### config.mk
export PLATFORM = sky130hd
export DESIGN_NAME = decodeStage
export DESIGN_NICKNAME = d
export VERILOG_FILES = /design/src/verilog/mipsPkg.sv /design/src/verilog/controlUnit.sv /design/src/verilog/hiLoTimer.sv /design/src/verilog/hiLoFsm.sv /design/src/verilog/decodeStage.sv
export VERILOG_INCLUDE_DIRS = /design/src
export SDC_FILE = /design/constraint.sdc
export NUM_CORES = 1
export LEC_CHECK = 0
export BUFFER_PORTS_ARGS = -buffer_cell sky130_fd_sc_hd__buf_2
export CORE_UTILIZATION = 48
export DETAILED_ROUTE_END_ITERATION = 10
export PLACE_DENSITY = 0.79
export SLEW_MARGIN = 10
export SYNTH_ARGS = -nofsm -noshare
export SYNTH_HDL_FRONTEND = slang
export SYNTH_SLANG_ARGS = --single-unit
### constraint.sdc
create_clock -name clk -period 1.7 [get_ports clk]
set_input_delay 0.085 -clock clk [delete_from_list [all_inputs] [get_ports clk]]
set_output_delay 0.085 -clock clk [all_outputs]
set_load 0.02 [all_outputs]
### src/mipsDecode_defs.svh
`ifndef MIPSDECODE_DEFS_SVH
`define MIPSDECODE_DEFS_SVH

// Primary opcodes
`define OP_ZERO     6'b000000
`define OP_BELSE    6'b000001
`define OP_J        6'b000010
`define OP_JAL      6'b000011
`define OP_BEQ      6'b000100
`define OP_BNE      6'b000101
`define OP_BLEZ     6'b000110
`define OP_BGTZ     6'b000111
`define OP_ADDI     6'b001000
`define OP_ADDIU    6'b001001
`define OP_SLTI     6'b001010
`define OP_SLTIU    6'b001011
`define OP_ANDI     6'b001100
`define OP_ORI      6'b001101
`define OP_XORI     6'b001110
`define OP_LUI      6'b001111
`define OP_PRIV     6'b010000
`define OP_LB       6'b100000
`define OP_LH       6'b100001
`define OP_LW       6'b100011
`define OP_LBU      6'b100100
`define OP_LHU      6'b100101
`define OP_SB       6'b101000
`define OP_SH       6'b101001
`define OP_SW       6'b101011

// Low five bits of the function field
`define FUNC_SLL        5'b00000
`define FUNC_SRL        5'b00010
`define FUNC_SRA        5'b00011
`define FUNC_JR         5'b01000
`define FUNC_JALR       5'b01001
`define FUNC_SYSCALL    5'b01100
`define FUNC_BREAK      5'b01101
`define FUNC_MFHI       5'b10000
`define FUNC_MFLO       5'b10010
`define FUNC_MULT       5'b11000
`define FUNC_MULTU      5'b11001
`define FUNC_DIV        5'b11010
`define FUNC_DIVU       5'b11011

// Carried in rt under OP_BELSE
`define FUNC_BLTZAL     5'b10000
`define FUNC_BGEZAL     5'b10001

// Under OP_PRIV
`define FUNC_ERET       5'b11000

// Load/store width codes
`define MEMTYPE_BYTE         3'b000
`define MEMTYPE_HALF         3'b001
`define MEMTYPE_WORD         3'b010
`define MEMTYPE_BYTE_SIGNED  3'b100
`define MEMTYPE_HALF_SIGNED  3'b101
`define MEMTYPE_NONE         3'b111

// HI/LO busy lengths in cycles
`define MULDIV_MUL_CYCLES   4
`define MULDIV_DIV_CYCLES   8

`endif

### src/verilog/mipsPkg.sv
`default_nettype none

package mipsPkg;

    typedef logic [5:0]  opcode_t;

    // Function field, or rt for the BELSE group
    typedef logic [4:0]  funct_t;

    typedef logic [2:0]  memType_t;
    typedef logic [31:0] instr_t;

    // Wide enough for the divide latency
    typedef logic [3:0]  cycleCount_t;

    typedef struct packed {
        logic     epcSel;
        logic     hiLoWrite;
        memType_t memType;
        logic     jump;
        logic     memRead;
        logic     regWrite;
        logic     memToReg;
        logic     memWrite;
        logic     aluSrcA;
        logic     aluSrcB;
        logic     regDst;
        logic     immSel;
        // Set when HI/LO was still busy
        logic     hiLoHazard;
    } ctrlWord_t;

    typedef enum logic [1:0] {
        IDLE,
        BUSY,
        DONE
    } hiLoState_t;

endpackage

`default_nettype wire

### src/verilog/controlUnit.sv
`timescale 1ns/10ps
`default_nettype none

`include "mipsDecode_defs.svh"

module controlUnit import mipsPkg::*; (
    input  opcode_t   op,
    input  funct_t    func,
    output ctrlWord_t ctrl
);

    logic special;
    logic isLoad;
    logic isStore;
    logic isBranch;
    logic isImmAlu;
    logic isLinkBranch;
    logic aluSrcB;

    assign special = (op == `OP_ZERO);

    assign isLoad = (op == `OP_LB)  ||
                    (op == `OP_LBU) ||
                    (op == `OP_LH)  ||
                    (op == `OP_LHU) ||
                    (op == `OP_LW);

    assign isStore = (op == `OP_SB) ||
                     (op == `OP_SH) ||
                     (op == `OP_SW);

    assign isBranch = (op == `OP_BELSE) ||
                      (op == `OP_BEQ)   ||
                      (op == `OP_BNE)   ||
                      (op == `OP_BGTZ)  ||
                      (op == `OP_BLEZ);

    assign isImmAlu = (op == `OP_ADDI)  ||
                      (op == `OP_ADDIU) ||
                      (op == `OP_SLTI)  ||
                      (op == `OP_SLTIU) ||
                      (op == `OP_ANDI)  ||
                      (op == `OP_ORI)   ||
                      (op == `OP_XORI)  ||
                      (op == `OP_LUI);

    // BGEZAL and BLTZAL write the link register
    assign isLinkBranch = (op == `OP_BELSE) &&
                          ((func == `FUNC_BGEZAL) || (func == `FUNC_BLTZAL));

    assign aluSrcB = isImmAlu || isLoad || isStore || isLinkBranch || (op == `OP_JAL);

    always_comb begin
        ctrl = '0;

        ctrl.epcSel = !((op == `OP_PRIV) && (func == `FUNC_ERET));

        ctrl.hiLoWrite = special &&
                         ((func == `FUNC_MULT) ||
                          (func == `FUNC_MULTU) ||
                          (func == `FUNC_DIV) ||
                          (func == `FUNC_DIVU));

        // Width table, loads and stores share the unsigned codes
        case (op)
            `OP_LB:  ctrl.memType = `MEMTYPE_BYTE_SIGNED;
            `OP_LBU: ctrl.memType = `MEMTYPE_BYTE;
            `OP_LH:  ctrl.memType = `MEMTYPE_HALF_SIGNED;
            `OP_LHU: ctrl.memType = `MEMTYPE_HALF;
            `OP_LW:  ctrl.memType = `MEMTYPE_WORD;
            `OP_SB:  ctrl.memType = `MEMTYPE_BYTE;
            `OP_SH:  ctrl.memType = `MEMTYPE_HALF;
            `OP_SW:  ctrl.memType = `MEMTYPE_WORD;
            default: ctrl.memType = `MEMTYPE_NONE;
        endcase

        ctrl.jump = (op == `OP_J) ||
                    (op == `OP_JAL) ||
                    (special && (func == `FUNC_JR)) ||
                    (special && (func == `FUNC_JALR));

        ctrl.memRead = isLoad;

        ctrl.regWrite = !(isBranch ||
                          isStore ||
                          (op == `OP_J) ||
                          (special && (func == `FUNC_JR)) ||
                          (special && (func == `FUNC_BREAK)) ||
                          (special && (func == `FUNC_SYSCALL)));

        ctrl.memToReg = !isLoad;
        ctrl.memWrite = isStore;

        // Shift amount or return address on the A side
        ctrl.aluSrcA = special &&
                       ((func == `FUNC_SLL) ||
                        (func == `FUNC_SRL) ||
                        (func == `FUNC_SRA) ||
                        (func == `FUNC_JALR));

        ctrl.aluSrcB = aluSrcB;
        ctrl.regDst  = !aluSrcB && !(special && (func == `FUNC_JALR));

        ctrl.immSel = (op == `OP_BELSE) ||
                      (op == `OP_JAL) ||
                      (special && (func == `FUNC_JALR));

        // Filled in by the stage from the HI/LO tracker
        ctrl.hiLoHazard = 1'b0;
    end

endmodule

`default_nettype wire

### src/verilog/hiLoTimer.sv
`timescale 1ns/10ps
`default_nettype none

module hiLoTimer import mipsPkg::*; (
    input  logic        clk,
    input  logic        rst,
    input  logic        load,
    input  cycleCount_t loadValue,
    output logic        expired
);

    cycleCount_t count;

    always_ff @(posedge clk) begin
        if (rst) begin
            count <= '0;
        end else if (load) begin
            count <= loadValue;
        end else if (count != '0) begin
            count <= count - 1'b1;
        end
    end

    // Last busy cycle
    assign expired = (count == cycleCount_t'(1));

endmodule

`default_nettype wire

### src/verilog/hiLoFsm.sv
`timescale 1ns/10ps
`default_nettype none

`include "mipsDecode_defs.svh"

module hiLoFsm import mipsPkg::*; (
    input  logic clk,
    input  logic rst,
    input  logic instrValid,
    input  logic isMulDiv,
    input  logic isLong,
    input  logic readsHiLo,
    output logic busy,
    output logic done,
    output logic hazard
);

    hiLoState_t  state;
    hiLoState_t  stateNext;
    logic        start;
    logic        expired;
    cycleCount_t latency;

    // Refused while an operation is in flight
    assign start = instrValid && isMulDiv && (state != BUSY);

    assign latency = isLong ? cycleCount_t'(`MULDIV_DIV_CYCLES)
                            : cycleCount_t'(`MULDIV_MUL_CYCLES);

    hiLoTimer hiLoTimer_inst (
        .clk       (clk),
        .rst       (rst),
        .load      (start),
        .loadValue (latency),
        .expired   (expired)
    );

    always_comb begin
        stateNext = state;
        case (state)
            IDLE:    if (start) stateNext = BUSY;
            BUSY:    if (expired) stateNext = DONE;
            DONE:    stateNext = start ? BUSY : IDLE;
            default: stateNext = IDLE;
        endcase
    end

    always_ff @(posedge clk) begin
        if (rst) begin
            state <= IDLE;
        end else begin
            state <= stateNext;
        end
    end

    assign busy   = (state == BUSY);
    assign done   = (state == DONE);
    assign hazard = instrValid && (state == BUSY) && (readsHiLo || isMulDiv);

endmodule

`default_nettype wire

### src/verilog/decodeStage.sv
`timescale 1ns/10ps
`default_nettype none

`include "mipsDecode_defs.svh"

module decodeStage import mipsPkg::*; (
    input  logic      clk,
    input  logic      rst,
    input  logic      instrValid,
    input  instr_t    instr,
    output logic      ctrlValid,
    output ctrlWord_t ctrl,
    output logic      hiLoBusy,
    output logic      hiLoDone
);

    opcode_t   op;
    funct_t    func;
    ctrlWord_t decoded;
    ctrlWord_t merged;
    logic      isLong;
    logic      readsHiLo;
    logic      hazard;

    assign op = instr[31:26];

    // BELSE branches are told apart by rt
    assign func = (op == `OP_BELSE) ? instr[20:16] : instr[4:0];

    controlUnit controlUnit_inst (
        .op   (op),
        .func (func),
        .ctrl (decoded)
    );

    assign isLong    = decoded.hiLoWrite && ((func == `FUNC_DIV) || (func == `FUNC_DIVU));
    assign readsHiLo = (op == `OP_ZERO) && ((func == `FUNC_MFHI) || (func == `FUNC_MFLO));

    hiLoFsm hiLoFsm_inst (
        .clk        (clk),
        .rst        (rst),
        .instrValid (instrValid),
        .isMulDiv   (decoded.hiLoWrite),
        .isLong     (isLong),
        .readsHiLo  (readsHiLo),
        .busy       (hiLoBusy),
        .done       (hiLoDone),
        .hazard     (hazard)
    );

    always_comb begin
        merged = decoded;
        merged.hiLoHazard = hazard;
    end

    always_ff @(posedge clk) begin
        if (rst) begin
            ctrlValid <= 1'b0;
            ctrl      <= '0;
        end else begin
            ctrlValid <= instrValid;
            // Word holds until the next strobe
            if (instrValid) begin
                ctrl <= merged;
            end
        end
    end

endmodule

`default_nettype wire

==> results list, run 1 <==
- Status: completed
* Share of Yosys cell area claimed by the top area cell type: 33.4%
- TritonCTS built the clock tree.
- The pre-antenna-repair detailed-routing pass consisted of 4 iterations.
- CTS clock-pin slew for the worst setup and hold paths: 0.13 ns
- Dividing total power by cell area gives a power density of 937 nW/um2.
- Clock tree synthesis found a total of 22 sinks.
* Layout fillers: 242
- For the final database, setup skew stands at 0.00572 ns.
* VDD IR-drop max: 0.000796 V
- Final slew viol count: 0
* Horizontal die dimension: 54.4 um
- CTS hold repair buffers: 0
- Yosys Warn Count: 0
- The critical path goes through inv_1 -> ha_1 -> nand2_1 -> nor2_1 -> a2111oi_0.
- Static leakage: 0.000668 uW
- After synthesis, flip-flops and latches occupy 33.4% of the total area.
- Once detail routing completed, the nets flagged for antenna violations numbered 0.
- Max capacitance violation total: 0
- Distinct cells, synth: 47
* Max Clock Freq: 0.752 GHz
* Post-route cell area: 1560 um2
- Data arrival time of the worst path: 1.53 ns
* Largest net degree at the start of global routing: 23
* Total global-route track usage: 25.5%
- Of all nets on the critical path, the largest fanout is 4.
- In this run the mean area of a mapped cell was 8.45 um2.
* Number of nets in the layout: 229
- Normalized max-slew margin: 74.1%
- Total setup buffers inserted after CTS: 0
- The clock passes through at most 2 buffers.
- Summing every instance area after synthesis gives 1320 um2.
- Post-Place Worst Slack: 0.173 ns
- Die outline area: 2960 um2
- On the final layout, the worst hold slack is 0.123 ns.
* CP startpoint kind: register
* Placed cell count: 216
- The setup path with the least slack is of type reg -> reg.
- Relative to the synthesized area, the layout overhead comes to 18.4%.
- Aggregate routed wire length: 3250 um
* Via count of the first global-routing pass: 1187
- DRC: 0
- Cell Count, Final, Fillers Out: 220
- Summing all placed instances gives a cell area of 1510 um2.
* First-pass GRT wire length: 5360 um
* Nature of the critical path endpoint: register
* H-tree level count: 1
- Final TNS setup: 0 ns
- Number of enable flip-flop cells after synthesis: 0
- Initial Util: 51.8%
* Unrepaired setup endpoints after global routing: no
* Worst hold path type: in -> reg
* Global route overflow: 0
- Number of gates resized after CTS: 0
- Library cell contributing the largest single delay on the critical path: dfxtp_1
* Floorplan Core Area: 2540 um2
- Number of placement rows: 18
* Post-detailed-route via-to-cell ratio: 5.74
- The number of endpoints with negative hold slack in the final report is 0.
- Buffers placed on the I/O ports in this run total 36.
* Most common cell in the netlist: dfxtp_1
- Top Family by Delay on Critical Path: flip-flops
- Ranking of synthesized cells by instance count: dfxtp_1, nor2_1, nor2b_1
- Maximum cell stage delay along the critical path: 0.41 ns
- Root Driver: clkbuf_4
- Dominant synthesized flop cell: dfxtp_1
- Detailed placement finished with a half-perimeter wire length of 2460 um.
- Setup Viol. Count Final: 0
- Antenna violations before repair: 0
- Synthesis handed over a netlist of 156 instances.
- Leading area contributor after synthesis: dfxtp_1
- The worst path meets setup with 0.371 ns of slack.
- For this block, the via count after detailed routing is 1262.
- Share of async-settable or async-resettable flops after synthesis: 0%
- Required time of the critical path: 1.90 ns
- For this design the top-level I/O count stands at 53.
- WL per Instance: 14.8 um
* First-iteration detailed-routing DRC count: 28
- Synthesized Nets: 194
- Sorting the synthesized cells by area gives the leading types as dfxtp_1, nor2b_1, nor2_1.
- RD Place Congestion: 0.946
- For the pin with the worst max-slew slack, the measured transition is 0.389 ns.
- Number of register bits inferred by synthesis: 22
- Measured along the y axis, the die boundary spans 54.4 um.
- Insertion delay of the later-clocked pin in the worst-skew pair: 0.31 ns
- The repair_antennas step left the layout with diodes totalling 0.
* Final critical-path share of the clock period: 78.2%
* Number of buffers inserted during clock tree synthesis: 3
- Fraction of final layout cells with drive strength greater than 1: 27.9%
- Counting I/O delays and the setup requirement, the final critical path takes 1.33 ns.
- Together, buffers and inverters on the worst path number 1.
[kinds of logic (layout without fill, tap and decap cells)]
group,count (synthesis),count (layout),share of synthesized area [%]
and+or+nand+nor,74,74,31.8
AOI/OAI and AO/OA,35,35,21.1
DFF,22,22,33.4
buffers and inverters,15,49,5.51
muxes,5,5,3.99
adders and majority gates,3,3,2.85
xor gates and xnor gates,2,2,1.33
[per-stage QoR]
stage          power, uW  util, %
2_1_floorplan        934        -
3_3_place_gp        1030     59.2
3_5_place_dp        1060     59.2
4_1_cts             1470     61.3
5_1_grt             1550     61.3
6_report            1460     61.3
[sequential cells by signal, indices dropped and copies added, names as in the netlist]
name / cells
hiLoFsm_inst.hiLoTimer_inst.count: 4
ctrl: 15
ctrlValid: 1
hiLoFsm_inst.state: 2
[layer usage]
layer,share of wire [%],track usage (%),vias up
met5,0,0,-
met4,0.46,7.69,0
met3,2.5,3.33,2
met2,52,45.5,24
met1,45,31.5,600
li1,-,-,636
[cell usage in the layout (no fill, tap or decap), types with 3 or more instances in the layout]
master	instances
a21oi_1	5
nor3_1	6
nor2b_1	12
buf_2	36
clkbuf_4	3
buf_4	3
dfxtp_1	22
inv_1	6
o21ai_0	6
nand3_1	4
nor2_1	17
nand4_1	4
a311oi_1	3
nand2b_1	8
ha_1	3
nand2_1	10
mux2i_1	3
a211oi_1	3
[path summary, 6_finish.rpt]
| kind | depth (start not counted) | slack [ns] | end | from |
|---|---|---|---|---|
| setup / recovery | 5 | 0.37 | hiLoFsm_inst.hiLoTimer_inst.count[1] | hiLoFsm_inst.hiLoTimer_inst.count[0] |
| hold / removal | 3 | 0.12 | ctrl[1] | instr[26] |
| setup reg to reg | 5 | 0.37 | hiLoFsm_inst.hiLoTimer_inst.count[1] | hiLoFsm_inst.hiLoTimer_inst.count[0] |
| hold reg to reg | 2 | 0.49 | ctrl[13] | ctrl[13] |
[worst min-delay path, delay by kind of cell]
kind / cells / cell delay [ns]
buffers and inverters: 1 / 0.16
AO/OA/AOI/OAI: 1 / 0.09
AND/OR/NAND/NOR: 1 / 0.07
[final cells by class]
class,count,area (um2),area share (%)
Tap cell,30,37.5,2.41
Inverter,6,22.5,1.44
Clock buffer,3,22.5,1.44
Timing Repair Buffer,39,203,13.0
Clock inverter,1,30.0,1.92
Sequential cell,22,440,28.2
Multi-Input combinational cell,119,805,51.6
[power by group]
part,internal (uW),switching (uW)
Combinational,185,254
Clock,238,166
Sequential,575,42.6
Total,998,463
(Power assumes the default switching activity.)
==> run 2, diff against run 1 <==
--- a/config.mk
+++ b/config.mk
@@ -7,9 +7,9 @@
 export NUM_CORES = 1
 export LEC_CHECK = 0
 export BUFFER_PORTS_ARGS = -buffer_cell sky130_fd_sc_hd__buf_2
-export CORE_UTILIZATION = 48
+export CORE_UTILIZATION = 43
 export DETAILED_ROUTE_END_ITERATION = 10
-export PLACE_DENSITY = 0.79
+export PLACE_DENSITY = 0.75
 export SLEW_MARGIN = 10
 export SYNTH_ARGS = -nofsm -noshare
 export SYNTH_HDL_FRONTEND = slang
==> constraint.sdc (replaced) <==
create_clock -name clk -period 1.1 [get_ports clk]
set_input_delay 0.055 -clock clk [delete_from_list [all_inputs] [get_ports clk]]
set_output_delay 0.055 -clock clk [all_outputs]
set_load 0.02 [all_outputs]
==> results list, run 2 (synthesis results as in run 1) <==
* Initial Util: 46.6%
- Normalized max-slew margin: 79.8%
- Summed over all cells, the static leakage comes to 0.000870 uW.
- Clock skew on the completed layout was measured at 0.00453 ns.
* WL per Instance: 14.6 um
- Unrepaired setup endpoints after global routing: yes
- At the end of the flow, the number of nets in the layout was 264.
* Final slew viol count: 0
- For this run, design rule violations remaining after detail routing come to 2.
- Crit path setup slack, layout: -0.202 ns
- TritonCTS clock tree: done
- After clock tree synthesis, the clock-pin slew on the worst setup and hold paths is 0.13 ns.
- Clk sinks: 22
- The final layout contains routed wiring with a total length of 3740 um.
- Biggest registers after layout: ctrl x15, hiLoFsm_inst.hiLoTimer_inst.count x4, hiLoFsm_inst.state x2
- Cell-by-cell trace of the critical path: and2b_2 -> buf_4 -> buf_6 -> buf_6
- Counting flops per register, the top entry is ctrl.
- Fraction of final layout cells with drive strength greater than 1: 49.3%
- Setup total negative slack on the finished layout was measured at -0.922 ns.
- The library cell used most frequently in the layout, excluding fill and tap cells, is buf_2.
- The design draws 3070 uW.
* Via count of the first global-routing pass: 1360
* Post-detailed-route via-to-cell ratio: 5.57
- After detailed routing, no signal wire sits above met4.
- Top library cells by usage in the layout, fill and taps aside: buf_2, buf_4, dfxtp_1
- Count of antenna diodes in the layout: 0
- From bottom edge to top edge, the die measures 57.4 um.
- Detailed routing inserted a total of 1425 vias.
- The die covers 3290 um2.
- Final period demand of the worst path: 1.30 ns
* RD Place Congestion: 0.829
- The initialized floorplan defines 19 standard-cell rows.
* H-tree level count: 1
* Flip-flop count of the largest register after layout: 15
- Power density over the cells: 1530 nW/um2
* Root Driver: clkbuf_4
- Area growth from synthesis to final layout: 52.4%
- First-iteration detailed-routing DRC count: 52
- STA classifies the critical path endpoint as a primary output.
- The initial antenna violation count is 0.
- No sink is reached through more buffers than the 2 on the longest clock path.
- Entering global routing, the biggest net connects 23 pins.
* Data arrival time of the worst path: 1.25 ns
* Post-DP HPWL: 2720 um
- Once detail routing completed, the nets flagged for antenna violations numbered 0.
* Total count of hold-check failures in the final report: 0
- For this run, the detailed router's first-pass iteration total came to 7.
* Total placed instance area: 1760 um2
- Global routing used 24.0% of the available tracks across all layers.
* Library cell contributing the largest single delay on the critical path: dfxtp_2
- I/O pin count: 53
- Wire segments on met2 add up to 1930 um in the final route.
- Post-route met1 wirelength: 1600 um
- Max-cap violations in this run came to 0.
- Timing would allow up to 0.768 GHz.
* Worst hold path type: in -> reg
- The core region is 2830 um2.
* CP startpoint kind: register
- The clock reaches the later pin of the worst-skew pair after 0.31 ns.
- The count of buffers added on input and output ports is 36.
- Violations in the final reports: design-rule violations, negative setup slack
* Crit Path Max Fanout: 4
* Number of buffers inserted during clock tree synthesis: 3
- Setup Viol. Count Final: 6
* Startpoint-to-endpoint class of the critical path: reg -> out
* VDD IR-drop max: 0.000816 V
* Most prevalent standard cell on the critical path: buf_6
- Maximum cell stage delay along the critical path: 0.35 ns
- The final critical path takes up 118% of the cycle.
- Horizontal die dimension: 57.4 um
- Worst hold slack: 0.0946 ns
* Tightest Pin Transition: 0.300 ns
* First-pass GRT wire length: 6120 um
- Status: complete, but fails checks
- Summed over all layers, the global routing overflow is 0.
- After routing the design area is 2010 um2.
- Length of routed met3 wiring: 120 um
- Data on the critical path is required at its endpoint by 1.04 ns.
==> run 2: cell count changes in the layout (fill, tap and decap cells not counted), sizes merged <==
cell	previous run	this run
buf	39	74
==> run 2: layout make-up <==
cell class	count	area [um2]
clock buffer	3	22.5
inverter	6	22.5
multi-input combinational	119	932
sequential	22	449
timing repair buffer	74	513
tap	31	38.8
clock inverter	1	30.0
fill	219	821
==> run 2: routing by layer <==
metal  up-vias  GRT usage [%]
met4         0           10.5
met1       673           29.1
met2        36           42.2
li1        705              -
met5         -              0
met3        11           3.17
==> run 2: power by group <==
part | switching, uW | internal, uW | total [uW]
clock network | 253 | 368 | 621
registers | 77.3 | 903 | 980
logic | 684 | 781 | 1470
==> run 2: final timing paths <==
kind / to / slack, ns / cells after the start / from
hold / removal: hiLoFsm_inst.state[0] / 0.09 / 2 / rst
setup / recovery: hiLoBusy / -0.20 / 4 / hiLoFsm_inst.state[1]
setup reg to reg: hiLoFsm_inst.hiLoTimer_inst.count[1] / -0.17 / 4 / hiLoFsm_inst.state[1]
hold reg to reg: ctrl[4] / 0.46 / 2 / ctrl[4]
==> run 2: timing repair <==
action,in CTS,in global routing
resized for setup,17,21
endpoints found under the setup margin,6,8
buffers inserted,2,4
hold endpoints to repair,0,0
hold buffers,0,0
pin swaps,2,8
==> run 2: through the flow <==
step                      cells  setup WS [ns]  util, %
after floorplan             156         -0.101        -
after global placement      246         -0.241     62.2
after detailed placement    246         -0.291     62.2
after CTS                   252         -0.141     66.3
after global routing        256         -0.245     71.0
final                       256         -0.202     71.0
==> run 2: critical path: cells and delay by family (launching register included) <==
family        cells  cell delay [ns]
buf+inv           3             0.36
simple gates      1             0.22
flops             1             0.35
